===== config.mk =====
export PLATFORM = sky130hd
export DESIGN_NAME = message_buffer
export DESIGN_NICKNAME = d
export VERILOG_FILES = /design/src/hw/msg_pkg.sv /design/src/hw/frame_ram.sv /design/src/hw/frame_reader.sv /design/src/hw/message_buffer.sv /design/src/hw/message_fifo.sv
export SDC_FILE = /design/constraint.sdc
export NUM_CORES = 2
export LEC_CHECK = 0
export BUFFER_PORTS_ARGS = -buffer_cell sky130_fd_sc_hd__buf_2
export CORE_ASPECT_RATIO = 0.8
export CORE_MARGIN = 1.5
export CORE_UTILIZATION = 40
export CTS_BUF_LIST = sky130_fd_sc_hd__clkbuf_8
export CTS_CLUSTER_DIAMETER = 200
export DETAILED_ROUTE_END_ITERATION = 6
export PLACE_DENSITY = 0.55
export SETUP_SLACK_MARGIN = 0.1
export SYNTH_ARGS = -nofsm -noshare
export SYNTH_HDL_FRONTEND = slang
export SYNTH_SLANG_ARGS = --single-unit

===== constraint.sdc =====
create_clock -name clk -period 30.8 [get_ports clk]
set_input_delay 6.16 -clock clk [delete_from_list [all_inputs] [get_ports clk]]
set_output_delay 6.16 -clock clk [all_outputs]
set_load 0.1 [all_outputs]

===== src/hw/msg_pkg.sv =====
package msg_pkg;

	localparam int depth_log2 = 8;
	localparam int depth = 1 << depth_log2;

	localparam int data_w = 8;
	localparam int len_w = 16;

	localparam int len_offset = 2; // high length byte, low one follows
	localparam int min_patch_len = 4;

	typedef logic [depth_log2-1:0] addr_t;
	typedef logic [data_w-1:0] byte_t;
	typedef logic [len_w-1:0] len_t;

	// top bit marks the first byte of a frame
	typedef logic [data_w:0] ram_word_t;

endpackage


===== src/hw/frame_ram.sv =====
module frame_ram #(
	parameter type word_t = msg_pkg::ram_word_t
) (
	input  logic           clk,

	input  msg_pkg::addr_t wr_addr,
	input  word_t          wr_data,
	input  logic           wr_en,

	input  msg_pkg::addr_t rd_addr,
	output word_t          rd_data
);
	import msg_pkg::*;

	word_t mem [depth];

	always_ff @(posedge clk) begin
		if (wr_en) begin
			mem[wr_addr] <= wr_data;
		end
	end

	assign rd_data = mem[rd_addr]; // async read

endmodule


===== src/hw/frame_reader.sv =====
module frame_reader (
	input  logic               clk,
	input  logic               rst,

	input  msg_pkg::ram_word_t out_word,
	input  logic               out_empty,
	input  logic               out_frame_ready,
	output logic               out_pop,

	output msg_pkg::byte_t     tx_data,
	output logic               tx_valid,
	output logic               tx_first,
	output logic               tx_last,
	input  logic               tx_hold
);
	import msg_pkg::*;

	typedef enum logic [1:0] {
		st_idle,
		st_load,
		st_send
	} state_t;

	state_t state;
	state_t next_state;

	logic next_sof;
	logic frame_waiting;
	logic taken;

	assign next_sof = out_word[data_w];
	assign frame_waiting = out_frame_ready && !out_empty && next_sof;

	assign tx_valid = (state == st_send);

	// tail already points past the byte on tx_data
	assign tx_last = tx_valid && (out_empty || next_sof);

	assign taken = tx_valid && !tx_hold;

	assign out_pop = (state == st_load) || (taken && !tx_last);

	always_comb begin
		next_state = state;
		case (state)
			st_idle: begin
				if (frame_waiting) begin
					next_state = st_load;
				end
			end

			st_load: begin
				next_state = st_send;
			end

			st_send: begin
				if (taken && tx_last) begin
					next_state = st_idle;
				end
			end

			default: begin
				next_state = st_idle;
			end
		endcase
	end

	always_ff @(posedge clk) begin
		if (rst) begin
			state <= st_idle;
			tx_first <= 1'b0;
		end else begin
			state <= next_state;
			if (out_pop) begin
				tx_first <= next_sof; // only set on the frame's first word
			end else if (taken && tx_last) begin
				tx_first <= 1'b0;
			end
		end
	end

	always_ff @(posedge clk) begin
		if (out_pop) begin
			tx_data <= out_word[data_w-1:0];
		end
	end

	// tx_last comes from the buffer side so this also checks the FIFO contents
	a_hold_stable: assert property (@(posedge clk) disable iff (rst)
		tx_valid && tx_hold |=>
		tx_valid && $stable(tx_data) && $stable(tx_first) && $stable(tx_last))
		else $error("tx outputs moved during hold");

endmodule


===== src/hw/message_buffer.sv =====
module message_buffer (
	input  logic           clk,
	input  logic           rst,

	input  msg_pkg::byte_t in_data,
	input  logic           in_data_latch,
	input  logic           in_frame_valid,
	input  logic           populate_frame_length,
	output logic           in_data_overflow,

	output msg_pkg::byte_t tx_data,
	output logic           tx_valid,
	output logic           tx_first,
	output logic           tx_last,
	input  logic           tx_hold
);
	import msg_pkg::*;

	ram_word_t out_word;
	logic out_empty;
	logic out_frame_ready;
	logic out_pop;

	message_fifo u_fifo (
		.clk                   (clk),
		.rst                   (rst),
		.in_data               (in_data),
		.in_data_latch         (in_data_latch),
		.in_frame_valid        (in_frame_valid),
		.populate_frame_length (populate_frame_length),
		.in_data_overflow      (in_data_overflow),
		.out_word              (out_word),
		.out_empty             (out_empty),
		.out_frame_ready       (out_frame_ready),
		.out_pop               (out_pop)
	);

	frame_reader u_reader (
		.clk             (clk),
		.rst             (rst),
		.out_word        (out_word),
		.out_empty       (out_empty),
		.out_frame_ready (out_frame_ready),
		.out_pop         (out_pop),
		.tx_data         (tx_data),
		.tx_valid        (tx_valid),
		.tx_first        (tx_first),
		.tx_last         (tx_last),
		.tx_hold         (tx_hold)
	);

endmodule


===== src/hw/message_fifo.sv =====
module message_fifo (
	input  logic               clk,
	input  logic               rst,

	input  msg_pkg::byte_t     in_data,
	input  logic               in_data_latch,
	input  logic               in_frame_valid,
	input  logic               populate_frame_length,
	output logic               in_data_overflow,

	output msg_pkg::ram_word_t out_word,
	output logic               out_empty,
	output logic               out_frame_ready,
	input  logic               out_pop
);
	import msg_pkg::*;

	typedef enum logic [1:0] {
		st_idle,
		st_record,
		st_patch_hi,
		st_patch_lo
	} state_t;

	state_t state;
	state_t next_state;

	addr_t head;
	addr_t tail;
	addr_t frame_start;
	len_t byte_cnt;
	logic [depth_log2:0] frame_cnt; // up to depth-1 one-byte frames
	logic last_frame_valid;
	logic full;

	logic start_frame;
	logic push_byte;
	logic drop_frame;
	logic frame_done;
	logic patch_hi;
	logic patch_lo;
	logic frame_dec;

	addr_t wr_addr;
	ram_word_t wr_word;
	logic wr_en;

	assign full = (head == addr_t'(tail - 1'b1));
	assign in_data_overflow = full;
	assign out_empty = (tail == head);
	assign out_frame_ready = (frame_cnt != '0);
	assign frame_dec = out_pop && out_word[data_w]; // reader took a frame start

	always_comb begin
		next_state = state;
		start_frame = 1'b0;
		push_byte = 1'b0;
		drop_frame = 1'b0;
		frame_done = 1'b0;
		patch_hi = 1'b0;
		patch_lo = 1'b0;

		case (state)
			st_idle: begin
				// no room means the whole frame is skipped
				if (in_frame_valid && !last_frame_valid && !full) begin
					start_frame = 1'b1;
					next_state = st_record;
				end
			end

			st_record: begin
				if (!in_frame_valid) begin
					if (populate_frame_length && byte_cnt >= len_t'(min_patch_len)) begin
						next_state = st_patch_hi;
					end else begin
						frame_done = 1'b1;
						next_state = st_idle;
					end
				end else if (full) begin
					drop_frame = 1'b1; // rest ignored until next rising edge
					next_state = st_idle;
				end else if (in_data_latch) begin
					push_byte = 1'b1;
				end
			end

			st_patch_hi: begin
				patch_hi = 1'b1;
				next_state = st_patch_lo;
			end

			st_patch_lo: begin
				patch_lo = 1'b1;
				frame_done = 1'b1; // count only once the patch is in
				next_state = st_idle;
			end

			default: begin
				next_state = st_idle;
			end
		endcase
	end

	always_comb begin
		wr_addr = head;
		wr_word = {start_frame, in_data};
		if (patch_hi) begin
			wr_addr = frame_start + addr_t'(len_offset);
			wr_word = {1'b0, byte_cnt[len_w-1 -: data_w]};
		end else if (patch_lo) begin
			wr_addr = frame_start + addr_t'(len_offset + 1);
			wr_word = {1'b0, byte_cnt[data_w-1:0]};
		end
	end

	assign wr_en = start_frame || push_byte || patch_hi || patch_lo;

	always_ff @(posedge clk) begin
		if (rst) begin
			state <= st_idle;
			head <= '0;
			tail <= '0;
			frame_cnt <= '0;
			last_frame_valid <= 1'b0;
		end else begin
			state <= next_state;
			last_frame_valid <= in_frame_valid;

			if (start_frame || push_byte) begin
				head <= head + 1'b1;
			end else if (drop_frame) begin
				head <= frame_start;
			end

			if (out_pop) begin
				tail <= tail + 1'b1;
			end

			case ({frame_done, frame_dec})
				2'b10: begin
					frame_cnt <= frame_cnt + 1'b1;
				end
				2'b01: begin
					frame_cnt <= frame_cnt - 1'b1;
				end
				default: begin
					frame_cnt <= frame_cnt;
				end
			endcase
		end
	end

	always_ff @(posedge clk) begin
		if (start_frame) begin
			frame_start <= head;
			byte_cnt <= len_t'(1); // byte 0 comes with the edge
		end else if (push_byte) begin
			byte_cnt <= byte_cnt + 1'b1;
		end
	end

	frame_ram #(
		.word_t (ram_word_t)
	) u_ram (
		.clk     (clk),
		.wr_addr (wr_addr),
		.wr_data (wr_word),
		.wr_en   (wr_en),
		.rd_addr (tail),
		.rd_data (out_word)
	);

	// a full buffer either holds head or falls back to the frame start
	a_no_advance_full: assert property (@(posedge clk) disable iff (rst)
		full |=> (head == $past(head)) || (head == $past(frame_start)))
		else $error("head advanced while full");

	a_pop_not_empty: assert property (@(posedge clk) disable iff (rst)
		out_pop |-> !out_empty)
		else $error("pop from empty buffer");

	a_cnt_no_wrap: assert property (@(posedge clk) disable iff (rst)
		!(frame_dec && !frame_done && frame_cnt == '0) &&
		!(frame_done && !frame_dec && &frame_cnt))
		else $error("frame count wrapped");

endmodule


==> results.toml <==
[setup_path]
slowest_delay_ns = 0.81
critPathMostFrequentCell = "buf_4"
cpMaxStageDelayCell = "buf_4"
worstSetupEndpointType = "output pin"
crit_chain = "buf_4, buf_12, buf_4, buf_4, mux4_2, a22oi_1, a31oi_1, or4_1, o22ai_1, nor2_1, or2_2, and2_1, buf_2"
cp.arrival_ns = 7.56
cp-start-kind = "register"
crit_required_ns = 24.64
worstPathMaxFanout = 79
worstSetupPathType = "reg -> out"

[routing]
antenna_left = 0
drt_wl_total_mm = 234
first_pass_iters = 5
num_vias = 43800
drcViolationCount = 0
routed_via_density = 5.67
drt_first_iter_violations = 5169
wl_per_cell_um = 30.3

[synthesis]
synth-edff-count = 2320
synth_fp_nets = 4187
synth-xor-area-share_pct = 0.340
synth_compound_area_share_pct = 0.921
muxShareOfSynthArea_pct = 18.3
syn_inst = 4156
synthSimpleGateAreaFrac_pct = 2.66
postSynthAreaPerCell_um2 = 22.3
syn_area_um2 = 92800
synth_fa_ha_area_share_pct = 0.237
ys_ff_latch = 2375
ys.flop_type = "edfxtp_1"
synthDistinctLibCells = 67
synth_top_family_by_area = "multiplexers"
synth-seq-area-share_pct = 76.3
postSynth.asyncResetShare_pct = 0
yosys_warnings = 0

[sta]
hold_ws_ns = 0.522
fmax_mhz = 72.9
worst_slack_ns = 17.08
finalSetupViolCount = 0
finalCritPeriodShare_pct = 44.5
fin_tns_setup_ns = 0
maxSlewViolCount = 0
hold_viol_final = 0
finalCriticalPeriod_ns = 13.72
slew_headroom_pct = 9.56
rsz0062_at_grt = "false"
worstMarginPinSlew_ns = 1.35
fin_worst_skew_ns = 0.0640

[cells_and_area]
final_nets = 4434
fill_cells = 19300
area_growth_pct = 11.1
multi_input_area_um2 = 21000
final_cell_mix = "2320 x edfxtp_1, 733 x mux4_2, 374 x clkbuf_8"
seq_area_um2 = 70800
final_common_cell = "edfxtp_1"
finalInstanceArea_um2 = 103000
drive_gt1_share_pct = 28.4

[clocking]
cts.htree.levels = 5
clkTransAtPathRegs_ns = 0.06
cts_sinks = 2375
postCtsSetupBuffers = 0
cts-resized-gates = 0
holdBufCountCts = 0
cts_tree = "done"
cts_buffers = 369
worstSkewPairLatency_ns = 0.95
root_buffer = "clkbuf_8"
clk_path_buf_depth = 4

[die]
initial_core_util_pct = 40.4
rows = 157
die-area_um2 = 235000
io_pins = 26
chipWidth_um = 542
core_area_um2 = 230000
die_y_um = 434

[min_path]
hold_start = "u_fifo.frame_cnt[4]"
hold_class = "reg -> reg"

[place]
gp_congestion = 0.816
hpwl_mm = 139
placement.io_buffers = 25
placed_area_um2 = 96600
pre_cts_slack_ns = 17.84

[power_and_ir_drop]
total_power_mw = 6.10
ir_drop_v = 0.0000319
leakage_nw = 30.7
power.density_nw_per_um2 = 59.1

[global_routing]
grt_pass1_wl_mm = 332
grt_pass1_vias = 43900
antenna_found_initial = 18
grt_overflow_total = 0
grt_max_degree = 191
globalRouteTotalUtil_pct = 19.8

[run]
drv_cap = 0

[run_status]
outcome = "finished clean"
-- Yosys cell counts (all sizes together) (14+ instances only) --
library cell / instances / area share (%)
mux2i: 38 / 0.41
nor4: 14 / 0.10
edfxtp: 2320 / 75
o21ai: 20 / 0.11
inv: 22 / 0.089
buf: 116 / 0.68
nor2: 334 / 1.4
nand3: 33 / 0.18
xnor2: 20 / 0.19
nand2: 71 / 0.29
mux4: 733 / 18
nor3: 14 / 0.086
xor2: 16 / 0.15
clkbuf: 121 / 0.49
ha: 16 / 0.22
nor2b: 31 / 0.21
a21oi: 44 / 0.24
dfxtp: 55 / 1.2
-- final timing paths --
kind / cells after the start / end / slack (ns)
max: 13 / tx_last / 17.08
min: 2 / u_fifo.frame_cnt[4] / 0.52
max reg2reg: 21 / u_fifo.frame_cnt[8] / 22.13
min reg2reg: 2 / u_fifo.frame_cnt[4] / 0.52
-- routing by layer --
| layer | GRT usage [%] | wire length, µm | vias up |
|---|---|---|---|
| met4 | 4.63 | 4490 | 0 |
| met3 | 4.52 | 19400 | 311 |
| li1 | - | - | 18000 |
| met5 | 0 | 0 | - |
| met2 | 28.4 | 103000 | 1658 |
| met1 | 30.7 | 107000 | 23800 |
-- final cells by class --
cell class                 instances  share of cell area, %
clock inverter                   286                   1.30
sequential                      2375                   68.7
multi-input combinational       1522                   20.4
timing repair buffer             113                  0.871
clock buffer                     374                   4.99
antenna                            9                 0.0218
inverter                          22                 0.0801
tap                             3021                   3.67
-- where the power goes --
group | switching [mW] | leakage (nW) | internal [mW]
combinational | 0.0983 | 5.59 | 0.0324
clock | 1.24 | 3.77 | 1.17
sequential | 0.00337 | 21.3 | 3.55
-- state kept, by name (all words and copies together) (netlist names), 2 cells and up, named ones only --
register	count
u_fifo.frame_start	8
u_fifo.frame_cnt	9
u_fifo.head	8
u_fifo.u_ram.mem	2304
u_reader.tx_data	8
u_fifo.byte_cnt	16
u_reader.state	2
u_fifo.tail	8
-- kinds of logic after synthesis --
family,Yosys count
flops,2375
xor+xnor,36
compound gates,128
buf+inv,259
simple gates,560
mux,781
fa+ha+maj,17
-- critical path, delay by kind of cell, from the launching register on --
family	cells	cell delay (ns)
buffers and inverters	5	3.10
multiplexers	1	0.61
AND/OR/NAND/NOR	4	1.26
AO/OA/AOI/OAI	3	0.60
flip-flops	1	0.78
-- stage by stage --
step / cells / utilization (%)
2_1_floorplan: 4156 / -
3_3_place_gp: 7053 / 42.1
3_5_place_dp: 7053 / 42.1
4_1_cts: 7713 / 44.9
5_1_grt: 7715 / 44.9
6_report: 7722 / 44.9
Note: power is estimated with default switching activity, not from simulation.
